--- src/hdl/mem_pkg.sv ---
package mem_pkg;

	// data memory geometry.
	localparam int dm_addr_width = 12;	// byte address bits, 4 KiB.
	localparam int dm_words = 1024;	// 32-bit words.

	// load/store opcodes seen by the memory stage.
	typedef enum logic [3:0] {
		op_nop,
		op_lw,
		op_lh,
		op_lhu,
		op_lb,
		op_lbu,
		op_sw,
		op_sh,
		op_sb
	} mem_op_t;

	// access width and extension for the data memory.
	// stores only use mode_w, mode_h and mode_b.
	typedef enum logic [2:0] {
		mode_none,
		mode_w,	// full word.
		mode_h,	// halfword, sign extended.
		mode_hu,	// halfword, zero extended.
		mode_b,	// byte, sign extended.
		mode_bu	// byte, zero extended.
	} mem_mode_t;

endpackage
--- src/hdl/addr_gen.sv ---
module addr_gen (
	input  logic [31:0] base,
	input  logic [15:0] offset,
	output logic [31:0] addr,
	output logic        out_of_range
);
	import mem_pkg::*;

	logic [31:0] offset_ext;

	assign offset_ext = {{16{offset[15]}}, offset};	// sign extend the immediate.

	assign addr = base + offset_ext;

	// anything above the decoded bits lies outside the memory.
	// a negative offset that underflows wraps high and lands here too.
	assign out_of_range = |addr[31:dm_addr_width];

endmodule

--- config.mk ---
export PLATFORM = sky130hd
export DESIGN_NAME = addr_gen
export DESIGN_NICKNAME = d
export VERILOG_FILES = /design/src/hdl/mem_pkg.sv /design/src/hdl/addr_gen.sv
export SDC_FILE = /design/constraint.sdc
export NUM_CORES = 1
export LEC_CHECK = 0
export BUFFER_PORTS_ARGS = -buffer_cell sky130_fd_sc_hd__buf_4
export CAP_MARGIN = 20
export CORE_MARGIN = 2
export CORE_UTILIZATION = 50
export DETAILED_ROUTE_END_ITERATION = 10
export PLACE_DENSITY = 0.83
export SETUP_SLACK_MARGIN = 0.4
export SLEW_MARGIN = 20
export SYNTH_ARGS = -nofsm -noshare
export SYNTH_HDL_FRONTEND = slang
export SYNTH_SLANG_ARGS = --single-unit
--- constraint.sdc ---
create_clock -name vclk -period 12.1
set_clock_uncertainty 0.1 [all_clocks]
set_input_delay 2.42 -clock vclk [all_inputs]
set_output_delay 2.42 -clock vclk [all_outputs]
set_load 0.02 [all_outputs]
Word-level counts from Yosys, hierarchy flattened. Index checks and enable logic that the tools add are counted.

Bits in writable memories: 0. Latch bits: 0. Bits in read-only memories: 0. Register bits: 0. Memories: 0. Logic and storage cells: 2. Output and inout bits: 33.

Equality and inequality tests: 0. Reduce and logical (&&, ||, !) cells: 1. Multiplexer cells: 0. Order comparisons: 0. Div/mod/pow operators: 0. Multiply operators: 0. Bitwise gates (word level): 0. $add $sub $neg: 1. Shift-type cells: 0.

Operators with widths (number): adder 32 bit (1); OR reduction 20 bit (1).

Longest topological paths before layout.
Depth after elaboration: 2. Gate-level depth with buffers: 12.

Worst setup path before layout. No wires, ideal clock.

Path type: input -> output. Start point: in offset[0]. End point: out out_of_range. Cell stages on the path: 12. Data arrival time: 5.639 ns. Setup slack: 3.941 ns. Buffers on the path: 0. Cells stage by stage: ha_1 -> inv_1 -> fa_1 -> nor2b_1 -> o31a_1 -> nand2b_4 -> a41oi_2 -> xnor2_1 -> or3_1 -> or4_1 -> or4_1 -> or4b_1.

Longest elaborated chain between the ends: 2.

Ends and longest elaborated chain: start, declared (RTL line addr_gen.sv:3) `input logic [15:0] offset,`; adder 32 bit (RTL line addr_gen.sv:13) `assign addr = base + offset_ext;`; net addr[14] (RTL line addr_gen.sv:4) `output logic [31:0] addr,`; OR reduction 20 bit (RTL line addr_gen.sv:17) `assign out_of_range = |addr[31:dm_addr_width];`; end, declared (RTL line addr_gen.sv:5) `output logic out_of_range`.

The timed path passes the listed nets, and every way through them passes these cells.

Worst setup path in the final report.
Start point: in offset[0]. End point: out out_of_range.

Longest elaborated chain between the ends: 2.

Ends and longest elaborated chain (RTL line): adder 32 bit (addr_gen.sv:13); OR reduction 20 bit (addr_gen.sv:17).

Every way passes these cells.

==> out/metrics.yaml <==
status: "completed"
report.final.hold_viol_count: 0
dr.pass1.iters: 5
place.gp.congestion: 1.00
ioPinCount: 81
cts_setup_buffers: 0
leakagePower_nw: 1.22
die-area_um2: 4420
maxSlewViolCount: 0
grt_pass1_wl_um: 9010
endpoint_kind: "output port"
placed_area_um2: 2550
layout_commonest_cell: "buf_4"
yosysSeqAreaShare_pct: 0
grt_max_degree: 18
yosysTopAreaCell: "ha_1"
fmax_ghz: 0.117
yosysWarnings: 0
cp_slowest_cell: "or4_1"
critPathMaxStageDelay_ns: 0.50
synth_nets: 359
crit_chain: "buf_4 -> ha_1 -> inv_1 -> fa_1 -> nor2b_1 -> o31a_1 -> nand2b_4 -> a41oi_2 -> xnor2_1 -> or3_1 -> or4_1 -> or4_1 -> or4b_1 -> buf_4"
relSlewSlack_pct: 63.8
rsz0062_at_grt: "false"
postSynthAreaPerCell_um2: 7.00
hold_ws_ns: 5.06
area_delta_synth_final_pct: 30.6
clkbuf_count: 0
critical_path.top_delay_family: "simple AND/OR/NAND/NOR gates"
drt-initial-drc-count: 219
worst_slew_pin_slew_ns: 0.544
routed_wl_um: 5590
yosysTopAreaCellShare_pct: 19.9
num_antenna_cells: 0
initial_core_util_pct: 52.5
synth_cell_types: 51
antenna_found_initial: 0
synth_area_um2: 1950
fin_nets: 426
start_kind: "input port"
syn_inst: 279
drtAntennaViolNets: 0
drc: 0
design.seq.count: 0
hp-class: "in2out"
worstPathArrival_ns: 6.03
io_buffers: 81
register_area_um2: 0
place.detailed.hpwl_um: 4660
ys_top_cells_by_area: "ha_1 (20%), a21oi_1 (7.9%), xnor2_1 (7.6%)"
tns_ns: 0
die_h_um: 66.5
p_per_area_nw_per_um2: 75.0
vias: 2401
layout_common_cells: "buf_4 (81), a21oi_1 (31), ha_1 (31)"
post-route-min-period_ns: 8.55
cts_resized: 0
via_per_inst: 6.13
cp_num_buf_inv: 3
setup_viol: 0
routedWlPerCell_um: 14.3
grt_overflow: 0
coreArea_um2: 3720
worstPathRequired_ns: 9.58
track_usage_pct: 24.6
rows: 22
drive_gt1_share_pct: 25.6
fp.dieW_um: 66.5
first_global_vias: 2070
fin_crit_sh_pct: 70.7
ir_worst_vdd_uv: 47.8
cap_violations: 0
path_max_fanout: 3
hold_buffers: 0
design_area_um2: 2550
path_class: "in2out"
[path summary, 6_finish.rpt]
check / startpoint / endpoint / cells past startpoint / slack, ns
worst min-delay path: base[0] / addr[0] / 3 / 5.06
worst max-delay path: offset[0] / out_of_range / 14 / 3.55
[area by class of cell]
type	instances	area, µm²
Tap cell	48	60.1
Inverter	10	37.5
Multi-Input combinational cell	253	1840
Fill cell	340	1170
Timing Repair Buffer	81	608
[cells by family (layout without fill, tap and decap cells)]
family	count (synthesis)	after routing	synth area share, %
compound gates	110	110	38.1
buf+inv	26	91	5.58
xor+xnor	26	26	11.7
fa+ha+maj	32	32	20.9
simple gates	84	84	23.2
mux	1	1	0.513
[through the flow]
stage / cells / setup slack (ns) / util [%] / power [mW]
2_1_floorplan: 279 / 3.94 / - / 0.123
3_3_place_gp: 392 / 3.63 / 68.6 / 0.188
3_5_place_dp: 392 / 3.62 / 68.6 / 0.189
4_1_cts: 392 / 3.60 / 68.6 / 0.190
5_1_grt: 392 / 3.35 / 68.6 / 0.206
6_report: 392 / 3.55 / 68.6 / 0.191
[power by group]
part	internal, mW	switching, mW	leakage, nW	total (mW)
Clock	0	0	0	0
Combinational	0.0832	0.108	1.22	0.191
Sequential	0	0	0	0
Total	0.0832	0.108	1.22	0.191
[cells in the mapped netlist (all sizes together)]
cell type and number:
a311oi 1, a311o 1, o31ai 1, nand2b 4, mux2i 1, and4 3
inv 10, o21a 6, o2bb2ai 1, nor2 12, ha 31, o31a 1
a41oi 1, o22ai 1, nand4 9, a21boi 1, a211o 2, a31oi 9
clkbuf 9, a2111oi 1, nand4bb 1, a2111o 1, and2 4, or4b 1
nor2b 3, xnor2 17, o21ai 15, o211ai 4, or4 4, o21bai 2
a31o 2, nand2 22, a21o 19, fa 1, a211oi 4, o211a 2
buf 7, or3 4, xor2 9, nor3 4, and3 4, o2111ai 2
nand3 9, a21oi 32, a221oi 1
[tightest hold or removal path, delay by kind of cell]
kind	cells	cell delay, ns
buf+inv	2	0.21
fa+ha+maj	1	0.11
[layer usage]
layer | part of all wire, % | global-route usage [%] | up-vias
met5 | 0 | 0 | -
met4 | 0.89 | 2.55 | 0
met3 | 6.6 | 0.338 | 6
met2 | 47 | 43.8 | 105
met1 | 46 | 34.1 | 1090
li1 | - | - | 1200
(Power assumes the default switching activity.)
