`config.mk`:
```
export PLATFORM = sky130hd
export DESIGN_NAME = mem_ctrl
export DESIGN_NICKNAME = d
export VERILOG_FILES = /design/src/hdl/mem_pkg.sv /design/src/hdl/mem_ctrl.sv
export SDC_FILE = /design/constraint.sdc
export NUM_CORES = 1
export LEC_CHECK = 0
export BUFFER_PORTS_ARGS = -buffer_cell sky130_fd_sc_hd__buf_4
export CORE_MARGIN = 5
export CORE_UTILIZATION = 30
export CTS_BUF_LIST = sky130_fd_sc_hd__clkbuf_8
export CTS_CLUSTER_DIAMETER = 100
export DETAILED_ROUTE_END_ITERATION = 8
export PLACE_DENSITY_LB_ADDON = 0.1
export SLEW_MARGIN = 20
export SYNTH_ARGS = -nofsm -noshare
export SYNTH_HDL_FRONTEND = slang
export SYNTH_SLANG_ARGS = --single-unit
```
`constraint.sdc`:
```
create_clock -name clk -period 5.75 [get_ports clk]
set_input_delay 0.2875 -clock clk [delete_from_list [all_inputs] [get_ports clk]]
set_output_delay 0.2875 -clock clk [all_outputs]
set_load 0.02 [all_outputs]
```
`src/hdl/mem_pkg.sv`:
```
package mem_pkg;

	// data memory geometry.
	localparam int dm_addr_width = 12;	// byte address bits, 4 KiB.
	localparam int dm_words = 1024;	// 32-bit words.

	// load/store opcodes seen by the memory stage.
	typedef enum logic [3:0] {
		op_nop,
		op_lw,
		op_lh,
		op_lhu,
		op_lb,
		op_lbu,
		op_sw,
		op_sh,
		op_sb
	} mem_op_t;

	// access width and extension for the data memory.
	// stores only use mode_w, mode_h and mode_b.
	typedef enum logic [2:0] {
		mode_none,
		mode_w,	// full word.
		mode_h,	// halfword, sign extended.
		mode_hu,	// halfword, zero extended.
		mode_b,	// byte, sign extended.
		mode_bu	// byte, zero extended.
	} mem_mode_t;

endpackage
```
`src/hdl/mem_ctrl.sv`:
```
module mem_ctrl (
	input  logic               clk,
	input  logic               rst,
	input  logic               req,
	input  mem_pkg::mem_op_t   op,
	input  logic [31:0]        pc,
	input  logic [31:0]        addr,
	input  logic               out_of_range,
	input  logic               misaligned,
	input  logic [31:0]        read_result,
	input  logic               fault_clear,
	output mem_pkg::mem_mode_t mode,
	output logic               write_enable,
	output logic [31:0]        load_data,
	output logic               load_valid,
	output logic               fault,
	output logic               fault_pending,
	output logic [31:0]        bad_addr,
	output logic [31:0]        fault_pc,
	output logic [7:0]         fault_count
);
	import mem_pkg::*;

	logic is_load;
	logic is_store;
	logic access_bad;
	logic fault_now;

	// opcode decode.
	always_comb begin
		mode = mode_none;
		is_load = 1'b0;
		is_store = 1'b0;
		case (op)
			op_lw: begin
				mode = mode_w;
				is_load = 1'b1;
			end
			op_lh: begin
				mode = mode_h;
				is_load = 1'b1;
			end
			op_lhu: begin
				mode = mode_hu;
				is_load = 1'b1;
			end
			op_lb: begin
				mode = mode_b;
				is_load = 1'b1;
			end
			op_lbu: begin
				mode = mode_bu;
				is_load = 1'b1;
			end
			op_sw: begin
				mode = mode_w;
				is_store = 1'b1;
			end
			op_sh: begin
				mode = mode_h;
				is_store = 1'b1;
			end
			op_sb: begin
				mode = mode_b;
				is_store = 1'b1;
			end
			default: begin
				mode = mode_none;	// op_nop.
			end
		endcase
	end

	assign write_enable = req && is_store && !out_of_range;	// memory drops misaligned ones.

	assign access_bad = misaligned || out_of_range;
	assign fault_now = req && (op != op_nop) && access_bad;

	always_ff @(posedge clk) begin
		if (rst) begin
			load_valid <= 1'b0;
		end else begin
			load_valid <= req && is_load;
		end
	end

	// a faulting load hands back zero.
	always_ff @(posedge clk) begin
		if (req && is_load) begin
			load_data <= access_bad ? 32'b0 : read_result;
		end
	end

	always_ff @(posedge clk) begin
		if (rst) begin
			fault <= 1'b0;
			fault_pending <= 1'b0;
		end else begin
			fault <= fault_now;
			if (fault_now) begin
				fault_pending <= 1'b1;	// new fault beats a clear.
			end else if (fault_clear) begin
				fault_pending <= 1'b0;
			end
		end
	end

	always_ff @(posedge clk) begin
		if (fault_now) begin
			bad_addr <= addr;
			fault_pc <= pc;
		end
	end

	always_ff @(posedge clk) begin
		if (rst) begin
			fault_count <= 8'd0;
		end else if (fault_now && (fault_count != 8'hff)) begin
			fault_count <= fault_count + 8'd1;	// saturates at 255.
		end
	end

endmodule

```
Yosys cells after proc, flatten, opt, wreduce, memory -nomap -nowiden --
Cells that the tools add are included.
Word-level totals: register bits 107, output and inout port bits 111, logic and storage cells 37
Operators by class: $add $sub $neg 1, equality and inequality tests 9, multiplexer cells 5, reduce and logical (&&, ||, !) cells 15
Operators by type and width (number):
- $eq A4 B3 Y1 const B | 4
- $pmux W3 S5 | 1
- $add A8 B1 Y8 const B | 1
- $eq A4 B2 Y1 const B | 2
- $ne A8 B8 Y1 const B | 1
- $logic_and A1 B1 Y1 | 6
- $reduce_or A2 Y1 | 3
- $reduce_or A5 Y1 | 1
- $eq A4 B1 Y1 const B | 1
- $eq A4 B4 Y1 const B | 1
- $mux W1 | 4
- $reduce_bool A4 Y1 | 1
- $reduce_or A3 Y1 | 1
- $reduce_bool A2 Y1 | 1
- $logic_not A1 Y1 | 1
- $logic_or A1 B1 Y1 | 1

Longest topological paths before layout --
Gate-level depths: netlist of run 1.
word-level depth 5, gate-level depth with buffers 5, depth with buffers taken out 5

Worst setup path after synthesis of run 1 --
Ideal clock, no wire load.
path type input to register, start point input port out_of_range, end point register bad_addr[0] (enable), library setup time 0.488 ns, data arrival time 3.177 ns, required time 5.262 ns, path slack 2.085 ns, stages 2, path through o21ai_1 > nor2_1
On the way: longest elaborated chain between the ends 2
RTL lines:
- start, declared | RTL line mem_ctrl.sv:8 | input logic out_of_range,
- $logic_or A1 B1 Y1 | RTL line mem_ctrl.sv:75 | assign access_bad = misaligned || out_of_range;
- $logic_and A1 B1 Y1 | RTL line mem_ctrl.sv:76 | assign fault_now = req && (op != op_nop) && access_bad;
- named net fault_now | RTL line mem_ctrl.sv:27 | logic fault_now;
- end signal, assigned | RTL line mem_ctrl.sv:109 | bad_addr <= addr;
- end, declared | RTL line mem_ctrl.sv:18 | output logic [31:0] bad_addr,
The timed path passes the listed nets, and every way through them passes these cells. A chain may end at the register's enable or synchronous reset.

Final worst setup path of run 1 --
start point register fault_count[0], end point register fault_count[5]
On the way: longest elaborated chain between the ends 2, elaborated cells between the ends (all ways) 3
RTL lines:
- start, declared | RTL line mem_ctrl.sv:20 | output logic [7:0] fault_count
- start signal, assigned | RTL line mem_ctrl.sv:118 | fault_count <= fault_count + 8'd1;
- branches (longest 2 deep; another with $add A8 B1 Y8)
Several ways; the timed one is not identified.

==> results.md, run 1 <==
* Power share of the combinational group at 16.3%
* Syn Nets at 308
* Switching pwr at 406 uW
* Crit. End Element: flip-flop
* Chip Height at around 120 um
* Pwr dens at 286 nW/um^2
* Clock buffer depth at 2
* Setup TNS Final at 0 ps
* Vias at 2512
* DR DRC count at 0
* Setup bufs post-CTS at 0
* # resized after CTS at 0
* Ant. Diodes at 0
* Layout area overhead at 54.3%
* Status: complete, no violations
* Root Buffer: clkbuf_8
* Worst skew pair latency at 350 ps
* Port bufs at 216
* Share of layout cells above drive strength 1 at 55.2%
* GRT Overall Usage at between 10 and 15%
* LEAKAGE at 0.00234 uW
* Post-synthesis sequential area ratio at 83.5%
* Clock power share at 27.1%
* Critical path type: reg -> reg
* Multi-input gate area at 596 um^2
* Crit-path max FO at 8
* Initial DRC count at 171
* Required time of the critical path at 6000 ps
* Gate count after technology mapping at 201
* FFs w/ async S/R, synth at 0%
* Post-synthesis cell area at 3710 um^2
* Placed instance count at 582
* Yosys warns at 0
* Final net count at between 500 and 600
* Vias in the first global route at 2545
* Wire per inst at 16.6 um
* Seq. cell area at 3100 um^2
* Largest net degree at the start of global routing at 66
* Synth Register Bits at 107
* Internal power at 1230 uW
* Flop pwr share at 56.6%
* Post-synth EDFFs at 96
* Dpl hpwl at 7470 um
* RSZ-0062 raised after global routing: no
* Routability congestion estimate at 0.710
* Via density at 4.21
* VDD IR max at 0.103 mV
* Initial antenna violation count at 0
* Ports at 217
* Total wire length at 9910 um
* Fillers at 1085
* H-tree Lvls at 3
* CTS tree: yes
* Fin crit share at 32.5%
* Die Wd at 121 um
* Core area at approximately 12000 um^2
* Crit path launch type: flip-flop
* Count of cell types in the netlist at 33
* Worst-path clk slew at 100 ps
* DIE AREA at 14700 um^2
* # Max-Cap Violations at 0
* Final Hold Fails at 0
* Top FF cell, synth: edfxtp_1
* Fmax at 536 MHz
* Rows at 40
* Finished Layout Cells at slightly below 600
* Worst endpoint data arrival time at 2120 ps
* Sw Share at between 20 and 25%
* Slew margin rel. at 35.5%
* Final setup violation count at 0
* Hold Path Class: in -> reg
* Pins Over Slew Limit at 0
* GR Overflow Total at 0
* Skew final at 0.957 ps
* Initial Utilization at 30.8%
* Time the worst path needs with I/O delays and setup at 1870 ps
* Clock sink count at 107
* Post-route antenna net violation count at 0
* Slew @ Worst Pin at 966 ps
* Hold_buf cts at 0
* Global-route wire length before repair at 14000 um
* Router iterations before antenna repair at 4
* Synthesized area per cell at 18.5 um^2
* Num CTS Buffers at 9
critical path, cell delays in order (launching register included):
cell	delay, ps
dfxtp_1	360
ha_1	260
and3_1	220
a211oi_4	450
nand4_2	160
mux2_4	310
metal layers:
metal / global-route usage [%] / up-vias / share of wire [%]
met5: 0 / - / 0
met4: 5.46 / 0 / 1.2
met3: 5.36 / 9 / 12
met2: 20.8 / 140 / 47
met1: 14.7 / 1176 / 39
li1: - / 1187 / -
stage by stage:
stage	setup WS (ps)	instance area, um^2	power [uW]	hold slack [ps]	utilization [%]
floorplan	2080	3710	1060	386	-
global placement	3940	5550	1220	466	46.0
detailed placement	3920	5550	1220	467	46.0
CTS	3900	5730	1670	58.2	47.5
global route	3760	5730	1710	56.8	47.5
finish	3880	5730	1640	94.5	47.5
state kept, by name (all words and copies together), names as in the netlist:
register and cells:
load_valid 1, fault 1, fault_count 8, fault_pending 1
load_data 32, bad_addr 32, fault_pc 32
Yosys cell counts, types with 2 or more instances:
cell type	count	area, um^2
mux2i_1	2	20.0
dfxtp_1	11	220
nor3_1	3	15.0
nor2b_1	4	25.0
inv_1	3	11.3
and2_1	32	200
and3_1	4	25.0
clkbuf_1	4	15.0
nand3_1	2	10.0
edfxtp_1	96	2880
nor3b_1	2	15.0
nor2_1	12	45.0
nand2_1	3	11.3
a21oi_1	4	20.0
layout make-up:
type	count	area share [%]
Clock buffer	9	2.16
Clock inverter	6	1.03
Inverter	3	0.196
Multi-Input combinational cell	87	10.4
Sequential cell	107	54.1
Tap cell	168	3.67
Timing Repair Buffer	217	28.4
power by group through the flow:
| stage | combinational [uW] | clock, uW | sequential, uW |
|---|---|---|---|
| floorplan | 33.3 | 0 | 1020 |
| global placement | 269 | 0 | 946 |
| detailed placement | 272 | 0 | 947 |
| CTS | 272 | 464 | 930 |
| global route | 283 | 495 | 935 |
| finish | 267 | 444 | 929 |
layout by cell type (no fill, tap or decap), drive strengths merged:
cell type and n:
nand4 1, inv 4, nor4 2, and4bb 1, edfxtp 96, and4 1, nor2 12, xor2 1
o21a 1, clkinv 4, a21oi 4, a21o 1, xnor2 1, bufinv 1, a31o 1, a31oi 1
and3b 1, nand2 3, mux2i 2, nor3b 2, and3 4, buf 217, o21ai 1, nor2b 4
nor3 3, mux2 2, a211oi 1, dfxtp 11, clkbuf 9, nand3 2, ha 1, nand2b 1
nor4bb 1, and2 32
cell families after synthesis:
family / Yosys count / synth area share (%)
XOR/XNOR: 2 / 0.472
AO/OA/AOI/OAI: 10 / 2.02
buffers and inverters: 7 / 0.707
AND/OR/NAND/NOR: 70 / 11.7
adder cells (fa/ha/maj): 1 / 0.337
flip-flops: 107 / 83.5
multiplexers: 4 / 1.25
path summary, 6_finish.rpt:
kind                                                  start  slack [ps]                     endpoint  cells past startpoint
worst max-delay path            fault_count[0]$_SDFFE_PP0P_        3880  fault_count[5]$_SDFFE_PP0P_                      5
worst min-delay path                                addr[5]          90        bad_addr[5]$_DFFE_PP_                      1
worst max register to register  fault_count[0]$_SDFFE_PP0P_        3880  fault_count[5]$_SDFFE_PP0P_                      5
worst min register to register   fault_pending$_SDFFE_PP0P_         490   fault_pending$_SDFFE_PP0P_                      2
Note: power is estimated with default switching activity, not from simulation.
==> run 2: changes to the inputs <==
- clock period: 5.75 -> 1.5 ns (I/O delays scaled with it)
==> results.md, run 2 (synthesis results as in run 1) <==
* Worst skew pair latency at around 370 ps
* Final instance area at 6880 um^2
* Pwr dens at 949 nW/um^2
* Fmax at slightly below 700 MHz
* GRT Overall Usage at 14.4%
* Root Buffer: clkbuf_8
* Met2 WL at 5280 um
* Wire per inst at ~15 um
* Buf/Inv on CP at 0
* Cell family with most CP delay: flip-flops
* Ant. Diodes at 0
* Critical path type: reg -> reg
* Final Hold Fails at 0
* Core area at 12100 um^2
* Max incr delay on CP at 360 ps
* Initial Utilization at 30.8%
* Hold Path Class: in -> reg
* Slew margin rel. at 64.8%
* Crit-path max FO at 3
* Router iterations before antenna repair at 4
* Total wire length at approximately 11000 um
* Initial antenna violation count at 0
* Time the worst path needs with I/O delays and setup at 1480 ps
* Share of layout cells above drive strength 1 at 47.3%
* Power share of the combinational group at 19.7%
* Worst-path clk slew at approximately 100 ps
* Num CTS Buffers at 9
* LEAKAGE at 0.00283 uW
* Final net count at 645
* Vias in the first global route at between 2000 and 3000
* H-tree Lvls at 3
* Sw Share at around a quarter
* Largest net degree at the start of global routing at 34
* DP Worst Slack at just under 30 ps
* VDD IR max at 0.512 mV
* Ports at 217
* Highest Signal Layer: met4
* Rows at 40
* Internal power at approximately 4900 uW
* RSZ-0062 raised after global routing: yes
* CTS tree: yes
* Dpl hpwl at around 7500 um
* Pins Over Slew Limit at 0
* Top flop regs: bad_addr (32), fault_pc (32), load_data (32)
* Switching pwr at 1600 uW
* Final setup violation count at 0
* Pwr Total at about 6500 uW
* Metal-1 WL at 4230 um
* Via density at 4.11
* Required time of the critical path at 1770 ps
* Worst endpoint data arrival time at 1740 ps
* Routability congestion estimate at 0.772
* Clock buffer depth at 2
* Crit path launch type: flip-flop
* Crit. End Element: flip-flop
* Clock power share at between 20 and 30%
* Clock sink count at 107
* Initial DRC count at 152
* GR Overflow Total at 0
* Commonest non-fill, non-tap cells in the layout: buf_4 (230), dlygate4sd3_1 (98), edfxtp_1 (96), and2_1 (32), nor2_1 (10)
* Port bufs at 216
* CP Cell Sequence: ha_4 -> and3_4 -> a211oi_4 -> nand4_2 -> mux2_4
* Fin crit share at roughly 100%
* # Max-Cap Violations at 0
* CP max-delay cell: dfxtp_4
* Metal3 WL at about 1200 um
* Layout area overhead at 85.2%
* DR DRC count at 0
* Skew final at 5.89 ps
* Fin worst setup slack at ~23 ps
* DP Area at around 5700 um^2
* Die Wd at roughly 120 um
* Commonest non-fill, non-tap cell in the layout: buf_4
* Setup bufs post-CTS at 0
* Fillers at 948
* Vias at between 2000 and 3000
* Post-route antenna net violation count at 0
* DIE AREA at 14700 um^2
* Slew @ Worst Pin at 526 ps
* Global-route wire length before repair at 16100 um
* Status: complete, no violations
* Flop pwr share at 54.6%
* Chip Height at 121 um
* # resized after CTS at 0
-- run 2: changes by cell type in the layout (fill, tap and decap cells not counted), moves of 2 or more --
cell	change
clkinvlp_4	+2
buf_4	+13
buf_12	+2
clkinv_4	-2
dlygate4sd3_1	+98
dfxtp_4	+2
dfxtp_1	-2
-- run 2: power by group through the flow --
| stage | Clock (uW) | Combinational (uW) | Sequential [uW] |
|---|---|---|---|
| 4_1_cts | 1780 | 1300 | 3560 |
| 6_report | 1680 | 1280 | 3560 |
| 2_1_floorplan | 0 | 132 | 3920 |
| 5_1_grt | 1870 | 1360 | 3580 |
| 3_3_place_gp | 0 | 1070 | 3620 |
| 3_5_place_dp | 0 | 1080 | 3630 |
-- run 2: repair_timing --
action	in CTS	in global routing
endpoints found under the hold margin	103	0
setup endpoints to repair	0	3
hold buffers	98	0
-- run 2: worst paths after layout --
check                                   start                     endpoint  slack (ps)  depth (start not counted)
hold / removal                            req             fault$_SDFF_PP0_         150                          4
hold reg to reg    fault_pending$_SDFFE_PP0P_   fault_pending$_SDFFE_PP0P_         510                          2
setup / recovery  fault_count[1]$_SDFFE_PP0P_  fault_count[5]$_SDFFE_PP0P_          20                          5
setup reg to reg  fault_count[1]$_SDFFE_PP0P_  fault_count[5]$_SDFFE_PP0P_          20                          5
-- run 2: per-layer routing --
layer	vias up	track usage, %
met5	-	0
met4	0	5.88
met3	11	5.41
met2	149	23.8
met1	1344	16.9
li1	1417	-
-- run 2: final cells by class --
cell class                 count  area [um^2]  area share (%)
sequential                   107         3110            45.2
clock buffer                   9          124            1.80
multi-input combinational     87          617            8.97
inverter                       3         11.3           0.164
timing repair buffer         330         2750            39.9
tap                          168          210            3.06
clock inverter                 7         60.1           0.873
-- run 2: through the flow --
stage               util (%)  hold WS, ps  std cells  TNS (ps)
floorplan                  -          174        201     -5600
global placement        47.4          253        597         0
detailed placement      47.4          254        597         0
CTS                     57.0          130        711         0
global route            57.0          149        711     -42.0
finish                  57.0          154        711         0
-- run 2: worst reg2reg max path: stages, from the launching register on --
cell and delay (ps):
dfxtp_4 360, ha_4 150, and3_4 180, a211oi_4 240
nand4_2 140, mux2_4 310
